[src/sd_macros.svh]
`ifndef SD_MACROS_SVH
`define SD_MACROS_SVH

// Card clock and timing
`define SD_CLK_HALF       4     // i_clk cycles per half card clock
`define SD_PREINIT_CLKS   74    // Card clocks with CMD and DAT3 high
`define SD_WDOG_CLKS      64    // Card clocks to wait for a response start bit
`define SD_FRAME_BITS     48

// Command indices
`define SD_CMD0           6'd0
`define SD_CMD8           6'd8

// Response kinds
`define SD_RESP_NONE      2'd0
`define SD_RESP_R1        2'd1
`define SD_RESP_R7        2'd2

// Error codes
`define SD_ERR_NONE       4'd0
`define SD_ERR_TIMEOUT    4'd1
`define SD_ERR_CRC        4'd2
`define SD_ERR_BADRESP    4'd3

`endif

[src/sd_pkg.sv]
`default_nettype none

package sd_pkg;

    // SD-mode response: start and direction bits lead the frame
    typedef struct packed {
        logic [1:0]  start;
        logic [5:0]  index;
        logic [31:0] arg;
    } sd_view_t;

    // SPI-mode response: R1 status byte, then the R7 payload if any
    typedef struct packed {
        logic [7:0]  r1;
        logic [31:0] arg;
    } spi_view_t;

    // One received response word, 40 bits
    typedef union packed {
        sd_view_t  sd_view;
        spi_view_t spi_view;
    } sd_resp_u;

endpackage

`default_nettype wire

[src/sd_clkgen.sv]
`default_nettype none
`timescale 1ns/1ps

`include "sd_macros.svh"

module sd_clkgen (
    input  wire  i_clk,
    input  wire  i_nrst,
    output logic o_sclk,
    output logic o_sck_posedge,     // High in the first cycle of sclk high
    output logic o_sck_negedge      // High in the first cycle of sclk low
);

    localparam int CNT_W = $clog2(`SD_CLK_HALF);
    localparam logic [CNT_W-1:0] HALF_LAST = CNT_W'(`SD_CLK_HALF - 1);

    logic [CNT_W-1:0] half_cnt;

    always_ff @(posedge i_clk or negedge i_nrst) begin
        if (!i_nrst) begin
            half_cnt      <= '0;
            o_sclk        <= 1'b0;
            o_sck_posedge <= 1'b0;
            o_sck_negedge <= 1'b0;
        end else begin
            o_sck_posedge <= 1'b0;
            o_sck_negedge <= 1'b0;
            if (half_cnt == HALF_LAST) begin
                half_cnt      <= '0;
                o_sclk        <= ~o_sclk;
                o_sck_posedge <= ~o_sclk;   // Rising now
                o_sck_negedge <= o_sclk;    // Falling now
            end else begin
                half_cnt <= half_cnt + 1'b1;
            end
        end
    end

endmodule

`default_nettype wire

[src/sd_cmd_trx.sv]
`default_nettype none
`timescale 1ns/1ps

`include "sd_macros.svh"

module sd_cmd_trx import sd_pkg::*; (
    input  wire         i_clk,
    input  wire         i_nrst,
    input  wire         i_sck_posedge,
    input  wire         i_sck_negedge,
    input  wire         i_spi_mode,
    input  wire         i_cmd_in,        // CMD in SD mode, DAT0 in SPI mode
    output logic        o_cmd,
    output logic        o_cmd_dir,       // 1 drives the line
    output logic        o_csn,
    input  wire         i_req_valid,
    input  wire  [5:0]  i_req_cmd,
    input  wire  [31:0] i_req_arg,
    input  wire  [1:0]  i_req_rn,
    output logic        o_req_ready,
    output logic        o_resp_valid,
    output sd_resp_u    o_resp_word,
    output logic [3:0]  o_resp_err
);

    localparam logic [1:0] ST_IDLE = 2'd0;
    localparam logic [1:0] ST_TX   = 2'd1;
    localparam logic [1:0] ST_WAIT = 2'd2;
    localparam logic [1:0] ST_RX   = 2'd3;

    localparam logic [5:0] CRC_START = 6'(`SD_FRAME_BITS - 8);
    localparam logic [5:0] STOP_BIT  = 6'(`SD_FRAME_BITS - 1);
    localparam logic [5:0] FRAME_END = 6'(`SD_FRAME_BITS);

    localparam int WDOG_W = $clog2(`SD_WDOG_CLKS);
    localparam logic [WDOG_W-1:0] WDOG_LAST = WDOG_W'(`SD_WDOG_CLKS - 1);

    logic [1:0]        state;
    logic [5:0]        bit_cnt;
    logic [WDOG_W-1:0] wdog;
    logic [39:0]       tx_sr;      // Start, transmission, index, argument
    logic [6:0]        crc;        // Shared by frame and response
    logic [1:0]        rn;
    logic [46:0]       rx_sr;
    logic [47:0]       rx_next;
    logic [5:0]        rx_len;
    logic              tx_bit;
    logic              accept, tx_step, tx_end;
    logic              rx_start, rx_step, rx_last, wdog_expire, finish;

    function automatic logic [6:0] crc7_next(input logic [6:0] c, input logic b);
        logic fb;
        fb = c[6] ^ b;
        return {c[5:3], c[2] ^ fb, c[1:0], fb};   // x^7 + x^3 + 1
    endfunction

    assign o_req_ready = (state == ST_IDLE);
    assign rx_next     = {rx_sr, i_cmd_in};

    assign accept      = o_req_ready & i_req_valid;
    assign tx_step     = (state == ST_TX) & i_sck_negedge & (bit_cnt != FRAME_END);
    assign tx_end      = (state == ST_TX) & i_sck_negedge & (bit_cnt == FRAME_END);
    assign rx_start    = (state == ST_WAIT) & i_sck_posedge & ~i_cmd_in;
    assign wdog_expire = (state == ST_WAIT) & i_sck_posedge & i_cmd_in & (wdog == WDOG_LAST);
    assign rx_step     = (state == ST_RX) & i_sck_posedge;
    assign rx_last     = rx_step & ((bit_cnt + 6'd1) == rx_len);
    assign finish      = rx_last | wdog_expire | (tx_end & (rn == `SD_RESP_NONE));

    always_comb begin
        if (bit_cnt < CRC_START) begin
            tx_bit = tx_sr[39];
        end else if (bit_cnt < STOP_BIT) begin
            tx_bit = crc[6];
        end else begin
            tx_bit = 1'b1;
        end
        // Response length by mode and response kind
        if (!i_spi_mode) begin
            rx_len = FRAME_END;
        end else if (rn == `SD_RESP_R1) begin
            rx_len = 6'd8;
        end else begin
            rx_len = 6'd40;
        end
    end

    always_ff @(posedge i_clk or negedge i_nrst) begin
        if (!i_nrst) begin
            state        <= ST_IDLE;
            bit_cnt      <= '0;
            wdog         <= '0;
            o_cmd        <= 1'b1;
            o_cmd_dir    <= 1'b1;
            o_csn        <= 1'b1;
            o_resp_valid <= 1'b0;
        end else begin
            o_resp_valid <= 1'b0;
            case (state)
                ST_IDLE: begin
                    if (accept) begin
                        state   <= ST_TX;
                        bit_cnt <= '0;
                        o_csn   <= ~i_spi_mode;    // Chip select only in SPI mode
                    end
                end
                ST_TX: begin
                    if (tx_step) begin
                        o_cmd   <= tx_bit;
                        bit_cnt <= bit_cnt + 1'b1;
                    end else if (tx_end) begin
                        state     <= ST_WAIT;
                        o_cmd     <= 1'b1;
                        o_cmd_dir <= i_spi_mode;   // Release CMD for the card
                        wdog      <= '0;
                    end
                end
                ST_WAIT: begin
                    if (rx_start) begin
                        state   <= ST_RX;
                        bit_cnt <= 6'd1;           // Start bit already taken
                    end else if (i_sck_posedge) begin
                        wdog <= wdog + 1'b1;
                    end
                end
                default: begin
                    if (rx_step) begin
                        bit_cnt <= bit_cnt + 1'b1;
                    end
                end
            endcase
            if (finish) begin
                state        <= ST_IDLE;
                o_resp_valid <= 1'b1;
                o_csn        <= 1'b1;
                o_cmd_dir    <= 1'b1;
            end
        end
    end

    always_ff @(posedge i_clk) begin
        if (accept) begin
            tx_sr <= {2'b01, i_req_cmd, i_req_arg};
            rn    <= i_req_rn;
            crc   <= '0;
        end else if (tx_step) begin
            if (bit_cnt < CRC_START) begin
                tx_sr <= {tx_sr[38:0], 1'b0};
                crc   <= crc7_next(crc, tx_sr[39]);
            end else begin
                crc <= {crc[5:0], 1'b0};         // Shift the CRC out
            end
        end else if (rx_start) begin
            rx_sr <= rx_next[46:0];
            crc   <= crc7_next(7'h00, i_cmd_in);
        end else if (rx_step) begin
            rx_sr <= rx_next[46:0];
            if (bit_cnt < CRC_START) begin
                crc <= crc7_next(crc, i_cmd_in);
            end
        end

        if (rx_last) begin
            if (!i_spi_mode) begin
                o_resp_word <= rx_next[47:8];
                o_resp_err  <= (rx_next[7:1] == crc) ? `SD_ERR_NONE : `SD_ERR_CRC;
            end else if (rn == `SD_RESP_R1) begin
                o_resp_word <= {rx_next[7:0], 32'h0};
                o_resp_err  <= `SD_ERR_NONE;
            end else begin
                o_resp_word <= rx_next[39:0];
                o_resp_err  <= `SD_ERR_NONE;
            end
        end else if (wdog_expire) begin
            o_resp_err <= `SD_ERR_TIMEOUT;
        end else if (tx_end) begin
            o_resp_err <= `SD_ERR_NONE;            // No response expected
        end
    end

endmodule

`default_nettype wire

[src/sd_init_seq.sv]
`default_nettype none
`timescale 1ns/1ps

`include "sd_macros.svh"

module sd_init_seq import sd_pkg::*; #(
    parameter bit SPI_MODE = 1'b0
) (
    input  wire         i_clk,
    input  wire         i_nrst,
    input  wire         i_start,
    input  wire  [3:0]  i_voltage_supply,
    input  wire  [7:0]  i_check_pattern,
    output logic        o_req_valid,
    output logic [5:0]  o_req_cmd,
    output logic [31:0] o_req_arg,
    output logic [1:0]  o_req_rn,
    input  wire         i_req_ready,
    input  wire         i_resp_valid,
    input  sd_resp_u    i_resp_word,
    input  wire  [3:0]  i_resp_err,
    output logic        o_err_valid,
    output logic [3:0]  o_err_code,
    output logic        o_done,
    output logic        o_card_v2
);

    localparam logic [1:0] ST_IDLE = 2'd0;
    localparam logic [1:0] ST_CMD0 = 2'd1;
    localparam logic [1:0] ST_CMD8 = 2'd2;
    localparam logic [1:0] ST_DONE = 2'd3;

    logic [1:0] state;
    logic [3:0] fail_code;

    // Response check for the command in flight
    always_comb begin
        fail_code = `SD_ERR_NONE;
        if (state == ST_CMD0) begin
            if (i_resp_err != `SD_ERR_NONE) begin
                fail_code = i_resp_err;
            end else if (SPI_MODE && i_resp_word.spi_view.r1 != 8'h01) begin
                fail_code = `SD_ERR_BADRESP;       // Card not in idle state
            end
        end else if (i_resp_err != `SD_ERR_TIMEOUT) begin  // Silent CMD8 is a legacy card
            if (i_resp_err != `SD_ERR_NONE) begin
                fail_code = i_resp_err;
            end else if (!SPI_MODE && i_resp_word.sd_view.index != `SD_CMD8) begin
                fail_code = `SD_ERR_BADRESP;
            end else if (i_resp_word.sd_view.arg[11:0] != o_req_arg[11:0]) begin
                fail_code = `SD_ERR_BADRESP;       // Voltage or pattern echo wrong
            end
        end
    end

    always_ff @(posedge i_clk or negedge i_nrst) begin
        if (!i_nrst) begin
            state       <= ST_IDLE;
            o_req_valid <= 1'b0;
            o_req_cmd   <= '0;
            o_req_arg   <= '0;
            o_req_rn    <= `SD_RESP_NONE;
            o_err_valid <= 1'b0;
            o_err_code  <= `SD_ERR_NONE;
            o_done      <= 1'b0;
            o_card_v2   <= 1'b0;
        end else begin
            o_err_valid <= 1'b0;
            if (o_req_valid && i_req_ready) begin
                o_req_valid <= 1'b0;               // Taken by the transmitter
            end
            case (state)
                ST_IDLE: begin
                    if (i_start) begin
                        state       <= ST_CMD0;
                        o_req_valid <= 1'b1;
                        o_req_cmd   <= `SD_CMD0;
                        o_req_arg   <= '0;
                        o_req_rn    <= SPI_MODE ? `SD_RESP_R1 : `SD_RESP_NONE;
                    end
                end
                ST_CMD0, ST_CMD8: begin
                    if (i_resp_valid) begin
                        if (fail_code != `SD_ERR_NONE) begin
                            state       <= ST_DONE;
                            o_err_valid <= 1'b1;
                            o_err_code  <= fail_code;
                            o_done      <= 1'b1;
                        end else if (state == ST_CMD0) begin
                            state       <= ST_CMD8;
                            o_req_valid <= 1'b1;
                            o_req_cmd   <= `SD_CMD8;
                            o_req_arg   <= {20'h0, i_voltage_supply, i_check_pattern};
                            o_req_rn    <= `SD_RESP_R7;
                        end else begin
                            state     <= ST_DONE;
                            o_done    <= 1'b1;
                            o_card_v2 <= (i_resp_err == `SD_ERR_NONE);
                        end
                    end
                end
                default: ;                         // Held until reset
            endcase
        end
    end

endmodule

`default_nettype wire

[src/sd_ctrl.sv]
`default_nettype none
`timescale 1ns/1ps

`include "sd_macros.svh"

module sd_ctrl import sd_pkg::*; (
    input  wire        i_clk,
    input  wire        i_nrst,
    input  wire        i_spi_mode,        // Sampled at the end of pre-init
    input  wire  [3:0] i_voltage_supply,
    input  wire  [7:0] i_check_pattern,
    input  wire        i_err_clear,
    output logic       o_sclk,
    output logic       o_cmd,             // MOSI in SPI mode
    output logic       o_cmd_dir,         // 1 drives the line
    input  wire        i_cmd,
    input  wire        i_dat0,            // MISO in SPI mode
    output logic       o_cd_dat3,         // Chip select in SPI mode
    output logic       o_cd_dat3_dir,
    output logic       o_init_done,
    output logic       o_card_v2,
    output logic       o_err_pending,
    output logic [3:0] o_err_code
);

    localparam logic [6:0] PREINIT_LAST = 7'(`SD_PREINIT_CLKS - 1);

    logic        sck_posedge, sck_negedge;
    logic        preinit;
    logic [6:0]  preinit_cnt;
    logic        spi_mode_r;
    logic        start_r;

    logic        spi_req_valid, sd_req_valid;
    logic [5:0]  spi_req_cmd, sd_req_cmd;
    logic [31:0] spi_req_arg, sd_req_arg;
    logic [1:0]  spi_req_rn, sd_req_rn;
    logic        spi_req_ready, sd_req_ready;
    logic        spi_resp_valid, sd_resp_valid;
    logic        spi_err_valid, sd_err_valid;
    logic [3:0]  spi_err_code, sd_err_code;
    logic        spi_done, sd_done;
    logic        spi_v2, sd_v2;

    logic        trx_req_valid;
    logic [5:0]  trx_req_cmd;
    logic [31:0] trx_req_arg;
    logic [1:0]  trx_req_rn;
    logic        trx_req_ready;
    logic        trx_resp_valid;
    sd_resp_u    trx_resp_word;
    logic [3:0]  trx_resp_err;
    logic        trx_cmd, trx_cmd_dir, trx_csn;
    logic        cmd_in;
    logic        err_valid;
    logic [3:0]  err_code;

    sd_clkgen clkgen (
        .i_clk         (i_clk),
        .i_nrst        (i_nrst),
        .o_sclk        (o_sclk),
        .o_sck_posedge (sck_posedge),
        .o_sck_negedge (sck_negedge)
    );

    // 74 card clocks of pre-init with CMD and DAT3 high, then pick the mode
    always_ff @(posedge i_clk or negedge i_nrst) begin
        if (!i_nrst) begin
            preinit     <= 1'b1;
            preinit_cnt <= '0;
            spi_mode_r  <= 1'b0;
            start_r     <= 1'b0;
        end else begin
            start_r <= 1'b0;
            if (preinit && sck_posedge) begin
                if (preinit_cnt == PREINIT_LAST) begin
                    preinit    <= 1'b0;
                    spi_mode_r <= i_spi_mode;
                    start_r    <= 1'b1;
                end else begin
                    preinit_cnt <= preinit_cnt + 1'b1;
                end
            end
        end
    end

    sd_init_seq #(.SPI_MODE(1'b1)) spi_seq (
        .i_clk            (i_clk),
        .i_nrst           (i_nrst),
        .i_start          (start_r & spi_mode_r),
        .i_voltage_supply (i_voltage_supply),
        .i_check_pattern  (i_check_pattern),
        .o_req_valid      (spi_req_valid),
        .o_req_cmd        (spi_req_cmd),
        .o_req_arg        (spi_req_arg),
        .o_req_rn         (spi_req_rn),
        .i_req_ready      (spi_req_ready),
        .i_resp_valid     (spi_resp_valid),
        .i_resp_word      (trx_resp_word),
        .i_resp_err       (trx_resp_err),
        .o_err_valid      (spi_err_valid),
        .o_err_code       (spi_err_code),
        .o_done           (spi_done),
        .o_card_v2        (spi_v2)
    );

    sd_init_seq #(.SPI_MODE(1'b0)) sd_seq (
        .i_clk            (i_clk),
        .i_nrst           (i_nrst),
        .i_start          (start_r & ~spi_mode_r),
        .i_voltage_supply (i_voltage_supply),
        .i_check_pattern  (i_check_pattern),
        .o_req_valid      (sd_req_valid),
        .o_req_cmd        (sd_req_cmd),
        .o_req_arg        (sd_req_arg),
        .o_req_rn         (sd_req_rn),
        .i_req_ready      (sd_req_ready),
        .i_resp_valid     (sd_resp_valid),
        .i_resp_word      (trx_resp_word),
        .i_resp_err       (trx_resp_err),
        .o_err_valid      (sd_err_valid),
        .o_err_code       (sd_err_code),
        .o_done           (sd_done),
        .o_card_v2        (sd_v2)
    );

    // Fixed grant by mode
    assign trx_req_valid  = spi_mode_r ? spi_req_valid : sd_req_valid;
    assign trx_req_cmd    = spi_mode_r ? spi_req_cmd   : sd_req_cmd;
    assign trx_req_arg    = spi_mode_r ? spi_req_arg   : sd_req_arg;
    assign trx_req_rn     = spi_mode_r ? spi_req_rn    : sd_req_rn;
    assign spi_req_ready  = spi_mode_r & trx_req_ready;
    assign sd_req_ready   = ~spi_mode_r & trx_req_ready;
    assign spi_resp_valid = spi_mode_r & trx_resp_valid;
    assign sd_resp_valid  = ~spi_mode_r & trx_resp_valid;
    assign err_valid      = spi_mode_r ? spi_err_valid : sd_err_valid;
    assign err_code       = spi_mode_r ? spi_err_code  : sd_err_code;
    assign o_init_done    = spi_mode_r ? spi_done      : sd_done;
    assign o_card_v2      = spi_mode_r ? spi_v2        : sd_v2;

    sd_cmd_trx cmd_trx (
        .i_clk         (i_clk),
        .i_nrst        (i_nrst),
        .i_sck_posedge (sck_posedge),
        .i_sck_negedge (sck_negedge),
        .i_spi_mode    (spi_mode_r),
        .i_cmd_in      (cmd_in),
        .o_cmd         (trx_cmd),
        .o_cmd_dir     (trx_cmd_dir),
        .o_csn         (trx_csn),
        .i_req_valid   (trx_req_valid),
        .i_req_cmd     (trx_req_cmd),
        .i_req_arg     (trx_req_arg),
        .i_req_rn      (trx_req_rn),
        .o_req_ready   (trx_req_ready),
        .o_resp_valid  (trx_resp_valid),
        .o_resp_word   (trx_resp_word),
        .o_resp_err    (trx_resp_err)
    );

    // The idle transmitter holds CMD and CSn high through pre-init
    assign cmd_in        = spi_mode_r ? i_dat0 : i_cmd;
    assign o_cmd         = trx_cmd;
    assign o_cmd_dir     = trx_cmd_dir;
    assign o_cd_dat3     = trx_csn;
    assign o_cd_dat3_dir = preinit | spi_mode_r;   // Input in SD mode

    // Sticky error register keeps the first code
    always_ff @(posedge i_clk or negedge i_nrst) begin
        if (!i_nrst) begin
            o_err_pending <= 1'b0;
            o_err_code    <= `SD_ERR_NONE;
        end else if (i_err_clear) begin
            o_err_pending <= 1'b0;
            o_err_code    <= `SD_ERR_NONE;
        end else if (err_valid && !o_err_pending) begin
            o_err_pending <= 1'b1;
            o_err_code    <= err_code;
        end
    end

endmodule

`default_nettype wire

[config.mk]
export PLATFORM = sky130hd
export DESIGN_NAME = sd_ctrl
export DESIGN_NICKNAME = d
export VERILOG_FILES = /design/src/sd_pkg.sv /design/src/sd_clkgen.sv /design/src/sd_cmd_trx.sv /design/src/sd_init_seq.sv /design/src/sd_ctrl.sv
export VERILOG_INCLUDE_DIRS = /design/src
export SDC_FILE = /design/constraint.sdc
export NUM_CORES = 1
export LEC_CHECK = 0
export ABC_CLOCK_PERIOD_IN_PS = 4000
export BUFFER_PORTS_ARGS = -buffer_cell sky130_fd_sc_hd__buf_2
export CAP_MARGIN = 20
export CORE_MARGIN = 4
export CORE_UTILIZATION = 60
export CTS_CLUSTER_DIAMETER = 200
export DETAILED_ROUTE_END_ITERATION = 10
export PLACE_DENSITY = 0.77
export SKIP_CTS_REPAIR_TIMING = 1
export SLEW_MARGIN = 20
export SYNTH_ARGS = -nofsm -noshare
export SYNTH_HDL_FRONTEND = slang
export SYNTH_HIERARCHICAL = 1
export SYNTH_SLANG_ARGS = --single-unit
[constraint.sdc]
create_clock -name i_clk -period 4 [get_ports i_clk]
set_input_delay 0.8 -clock i_clk [delete_from_list [all_inputs] [get_ports i_clk]]
set_output_delay 0.8 -clock i_clk [all_outputs]
set_load 0.01 [all_outputs]
==> impl_metrics.env, run 1 <==
export IMPL_syn_instance_count=970
export IMPL_routed_wl_um=19800
export IMPL_synth_area_mm2=0.0104
export IMPL_p_leak_nw=4.61
export IMPL_drc=0
export IMPL_routabilityCongestion=0.877
export IMPL_clock_latency_ps=510
export IMPL_cp_end_kind="flip-flop"
export IMPL_reg2reg_slack_ps=1280
export IMPL_worst_pin_slew_ps=1030
export IMPL_cp_arrival_ps=2930
export IMPL_ant_nets=0
export IMPL_switchingPower_mw=0.832
export IMPL_io_pins=30
export IMPL_pre_cts_ws_ps=1250
export IMPL_num_vias=6806
export IMPL_core_area_mm2=0.0168
export IMPL_grt_pass1_vias=6539
export IMPL_hp_class="in2async"
export IMPL_clock_fmax_mhz=367
export IMPL_relSlewSlack=0.313
export IMPL_die_x_um=140
export IMPL_final_layout_size_suffix_gt1_frac=0.145
export IMPL_crit_type="reg2reg"
export IMPL_cts_clk_slew_worst_paths_ps=60
export IMPL_p_clk_frac=0.463
export IMPL_grtUsageTotal=0.203
export IMPL_cts_buffers=23
export IMPL_r2r_cells=4
export IMPL_swShare=0.198
export IMPL_finalNonFillerCells=1220
export IMPL_p_per_area_mw_per_mm2=376
export IMPL_layout_nets=1020
export IMPL_startpoint_type="flip-flop"
export IMPL_p_int_mw=3.37
export IMPL_cts_sinks=203
export IMPL_cts_root_buf="clkbuf_16"
export IMPL_n_antenna_cell=0
export IMPL_tns_ps=0
export IMPL_r2r_end="cmd_trx/rx_sr[30]"
export IMPL_status="completed"
export IMPL_row_count=47
export IMPL_required_ps=4210
export IMPL_period_minus_slack_ps=2720
export IMPL_seqPwrFrac=0.521
export IMPL_pwr_share_comb=0.016
export IMPL_wl_per_cell_um=16.2
export IMPL_grt_antenna_before_repair=0
export IMPL_grt_max_degree=61
export IMPL_hold_violations=0
export IMPL_hpwl_um=13300
export IMPL_syn_avg_cell_area_um2=10.7
export IMPL_total_power_mw=4.20
export IMPL_timing_hold_ws_ps=286
export IMPL_period_share=0.680
export IMPL_ys_warn_count=6
export IMPL_fin_ws_ps=1280
export IMPL_cts_tree="done"
export IMPL_cts_buffer_depth=3
export IMPL_grt_overflow=0
export IMPL_drtIter0Drc=514
export IMPL_r2r_start="spi_mode_r"
export IMPL_dr_pass1_iters=5
export IMPL_cap_violations=0
export IMPL_crit_fanout=60
export IMPL_syn_to_final_growth_pct=7.48
export IMPL_dieArea_mm2=0.0195
export IMPL_die_y_um=140
export IMPL_portBuffers=29
export IMPL_finalInstanceArea_mm2=0.0112
export IMPL_viasPerCell=5.58
export IMPL_htree_levels=1
export IMPL_start_util=0.621
export IMPL_drv_slew=0
export IMPL_grt_pass1_wl_um=32800
export IMPL_dpl_cell_area_mm2=0.0105
export IMPL_setup_viol=0
export IMPL_placedCellCount=1179
export IMPL_rsz0062_at_grt="no"
export IMPL_skew_ps=9.83
export IMPL_vdd_drop_max_v=0.000438
export IMPL_utilization=0.667
## worst max-delay path by stage
stage	start	to	slack, ps	cells past startpoint
finish	spi_mode_r	cmd_trx/rx_sr[30]	1280	4
CTS	spi_mode_r	cmd_trx/rx_sr[30]	1260	4
floorplan	spi_mode_r	cmd_trx/rx_sr[0]	1060	5
detailed placement	spi_mode_r	cmd_trx/rx_sr[0]	1250	4
global route	spi_mode_r	cmd_trx/rx_sr[30]	1110	4
global placement	spi_mode_r	cmd_trx/rx_sr[32]	1330	4
## layer usage
layer	GRT usage	wire [um]	vias up
met5	0	0	-
met4	0.0556	465	0
met3	0.0367	1040	43
met2	0.323	9200	171
met1	0.290	9070	3280
li1	-	-	3312
## registers in the layout (all words and copies together) (netlist names), 2 cells and up
signal / cells
clkgen/half_cnt: 2
cmd_trx/bit_cnt: 6
cmd_trx/crc: 7
cmd_trx/o_resp_err: 2
cmd_trx/o_resp_word: 20
cmd_trx/rn: 2
cmd_trx/rx_sr: 47
cmd_trx/state: 2
cmd_trx/tx_sr: 40
cmd_trx/wdog: 6
o_err_code: 4
preinit_cnt: 7
sd_seq/o_err_code: 4
sd_seq/o_req_arg: 12
sd_seq/state: 2
spi_seq/o_err_code: 4
spi_seq/o_req_arg: 12
spi_seq/state: 2
## power groups by stage
stage / clock network [mW] / logic (mW) / registers (mW)
floorplan: 0 / 0.0668 / 2.23
global placement: 0 / 0.0634 / 2.23
detailed placement: 0 / 0.0640 / 2.23
CTS: 1.99 / 0.0644 / 2.19
global route: 2.08 / 0.0772 / 2.19
finish: 1.95 / 0.0661 / 2.19
## cell usage in the layout, fill, tap and decap left out, drive strengths merged, types with 10 or more instances in the layout
cell type,instances
inv,52
dfrtp,81
nand2,177
ha,18
nand2b,10
nand3,21
o22ai,12
edfxtp,109
a22o,14
o21ai,30
conb,53
mux2,49
buf,36
a21oi,39
or3,10
clkbuf,33
mux2i,24
nor2,51
xnor2,36
nand4,10
## critical path: stages, from the launching register on
cell     delay (ps)
dfrtp_4         800
mux2_2          420
nand2_1         250
o211a_2         660
buf_12          260
## cell type report
class,instances,area [um^2]
timing repair buffer,36,213
tap,220,275
multi-input combinational,669,4210
clock inverter,8,63.8
inverter,51,191
fill,1280,5580
clock buffer,33,633
sequential,203,5590
Power figures use the tool's default switching activity.
==> run 2, diff against run 1 <==
--- a/config.mk
+++ b/config.mk
@@ -6,7 +6,7 @@
 export SDC_FILE = /design/constraint.sdc
 export NUM_CORES = 1
 export LEC_CHECK = 0
-export ABC_CLOCK_PERIOD_IN_PS = 4000
+export ABC_CLOCK_PERIOD_IN_PS = 2700
 export BUFFER_PORTS_ARGS = -buffer_cell sky130_fd_sc_hd__buf_2
 export CAP_MARGIN = 20
 export CORE_MARGIN = 4
==> constraint.sdc (replaced) <==
create_clock -name i_clk -period 2.7 [get_ports i_clk]
set_input_delay 0.54 -clock i_clk [delete_from_list [all_inputs] [get_ports i_clk]]
set_output_delay 0.54 -clock i_clk [all_outputs]
set_load 0.01 [all_outputs]
==> run 2 against run 1 <==
Critical path type unchanged. Flip-flop and latch count stayed put. Largest cell class unchanged. Clock skew is 1.4 ps higher. Worst hold slack worse by 270 ps.
==> impl_metrics.env, run 2 (synthesized netlist as in run 1, its figures left out) <==
export IMPL_setup_viol=0
export IMPL_startpoint_type="flip-flop"
export IMPL_grt_antenna_before_repair=0
export IMPL_viasPerCell=5.64
export IMPL_period_minus_slack_ps=2470
export IMPL_switchingPower_mw=1.28
export IMPL_cts_root_buf="clkbuf_16"
export IMPL_cap_violations=0
export IMPL_status="completed"
export IMPL_reg_top3="cmd_trx/rx_sr (47), cmd_trx/tx_sr (40), cmd_trx/o_resp_word (20)"
export IMPL_seqPwrFrac=0.500
export IMPL_num_vias=6928
export IMPL_clock_latency_ps=500
export IMPL_cts_tree="done"
export IMPL_grt_overflow=0
export IMPL_n_antenna_cell=0
export IMPL_grt_pass1_vias=6828
export IMPL_mostFrequentLayoutCells="nand2_1 (176), edfxtp_1 (109), dfrtp_1 (80)"
export IMPL_hold_violations=0
export IMPL_largest_register="cmd_trx/rx_sr"
export IMPL_drtIter0Drc=526
export IMPL_htree_levels=1
export IMPL_path_cells="mux2_2 > nand2b_1 > a21oi_1 > o211a_1 > o21ai_0 > a32o_1"
export IMPL_largest_reg_flops=47
export IMPL_routabilityCongestion=0.848
export IMPL_dieArea_mm2=0.0195
export IMPL_drv_slew=0
export IMPL_tns_ps=0
export IMPL_clock_fmax_mhz=405
export IMPL_required_ps=3080
export IMPL_die_x_um=140
export IMPL_period_share=0.915
export IMPL_vdd_drop_max_v=0.000699
export IMPL_p_int_mw=5.20
export IMPL_placedCellCount=1188
export IMPL_io_pins=30
export IMPL_dpl_cell_area_mm2=0.0106
export IMPL_slowest_stage="dfrtp_4"
export IMPL_final_layout_size_suffix_gt1_frac=0.159
export IMPL_hp_class="in2async"
export IMPL_routed_wl_um=21000
export IMPL_finalNonFillerCells=1228
export IMPL_crit_fanout=20
export IMPL_cts_clk_slew_worst_paths_ps=60
export IMPL_rsz0062_at_grt="no"
export IMPL_grtUsageTotal=0.212
export IMPL_dr_pass1_iters=7
export IMPL_crit_type="reg2reg"
export IMPL_finalInstanceArea_mm2=0.0113
export IMPL_hpwl_um=13900
export IMPL_layout_commonest_cell="nand2_1"
export IMPL_p_clk_frac=0.484
export IMPL_drc=0
export IMPL_wl_per_cell_um=17.1
export IMPL_pwr_share_comb=0.015
export IMPL_portBuffers=29
export IMPL_grt_pass1_wl_um=34400
export IMPL_worst_pin_slew_ps=608
export IMPL_syn_to_final_growth_pct=8.97
export IMPL_skew_ps=11.2
export IMPL_row_count=47
export IMPL_ant_nets=0
export IMPL_cts_buffers=22
export IMPL_p_leak_nw=4.69
export IMPL_swShare=0.198
export IMPL_pre_cts_ws_ps=299
export IMPL_start_util=0.621
export IMPL_utilization=0.676
export IMPL_layout_nets=1028
export IMPL_relSlewSlack=0.594
export IMPL_cts_buffer_depth=3
export IMPL_p_per_area_mw_per_mm2=572
export IMPL_die_y_um=140
export IMPL_grt_max_degree=48
export IMPL_nFillCells=1279
export IMPL_fin_ws_ps=230
export IMPL_cts_sinks=203
export IMPL_cpPeakStageDelay_ps=570
export IMPL_cp_arrival_ps=2850
export IMPL_cp_end_kind="flip-flop"
export IMPL_core_area_mm2=0.0168
==> run 2: changes by cell type in the layout (fill, tap and decap cells not counted) <==
cell	before	now
clkbuf_16	23	25
clkbuf_1	8	3
clkinv_1	4	2
bufinv_16	1	2
buf_12	1	2
buf_4	7	15
clkinv_2	2	3
clkinv_4	0	1
clkinvlp_4	0	1
==> run 2: final timing paths <==
path,startpoint,endpoint,slack (ps),cells after the start
hold reg to reg,cmd_trx/rx_sr[30],cmd_trx/rx_sr[31],420,0
setup / recovery,spi_mode_r,cmd_trx/bit_cnt[5],230,6
setup reg to reg,spi_mode_r,cmd_trx/bit_cnt[5],230,6
hold / removal,i_nrst,sd_seq/state[0],10,1
max in group asynchronous,i_nrst,spi_seq/o_req_arg[7],1870,2
min in group i_clk,i_err_clear,o_err_pending,260,2
==> run 2: worst max-delay path: cells and delay by family (launching register included) <==
family | cells | cell delay (ps)
compound gates | 4 | 1110
flops | 1 | 570
mux | 1 | 490
simple gates | 1 | 180
==> run 2: cell type report <==
type,instances,area [um^2],area share
well taps,220,275,0.0243
inverters,51,191,0.0169
clock inverters,10,108,0.00949
flip-flops and latches,203,5590,0.493
repair buffers,45,293,0.0258
multi-input cells,669,4210,0.372
clock buffers,30,664,0.0586
==> run 2: through the flow <==
stage / hold slack (ps) / power [mW]
6_report: 13.4 / 6.48
5_1_grt: 45.1 / 6.70
4_1_cts: 23.7 / 6.55
3_5_place_dp: 405 / 3.40
3_3_place_gp: 405 / 3.40
2_1_floorplan: 244 / 3.40
==> run 2: routing by layer <==
metal	vias to the layer above	track usage	part of all wire
met5	-	0	0
met4	0	0.0515	0.022
met3	35	0.0319	0.046
met2	159	0.348	0.47
met1	3409	0.302	0.46
li1	3325	-	-
==> run 2: power by group through the flow <==
stage | Sequential [mW] | Combinational (mW) | Clock, mW
3_5_place_dp | 3.30 | 0.0951 | 0
5_1_grt | 3.24 | 0.115 | 3.34
4_1_cts | 3.24 | 0.0956 | 3.21
3_3_place_gp | 3.30 | 0.0941 | 0
6_report | 3.24 | 0.0997 | 3.14
2_1_floorplan | 3.30 | 0.0990 | 0
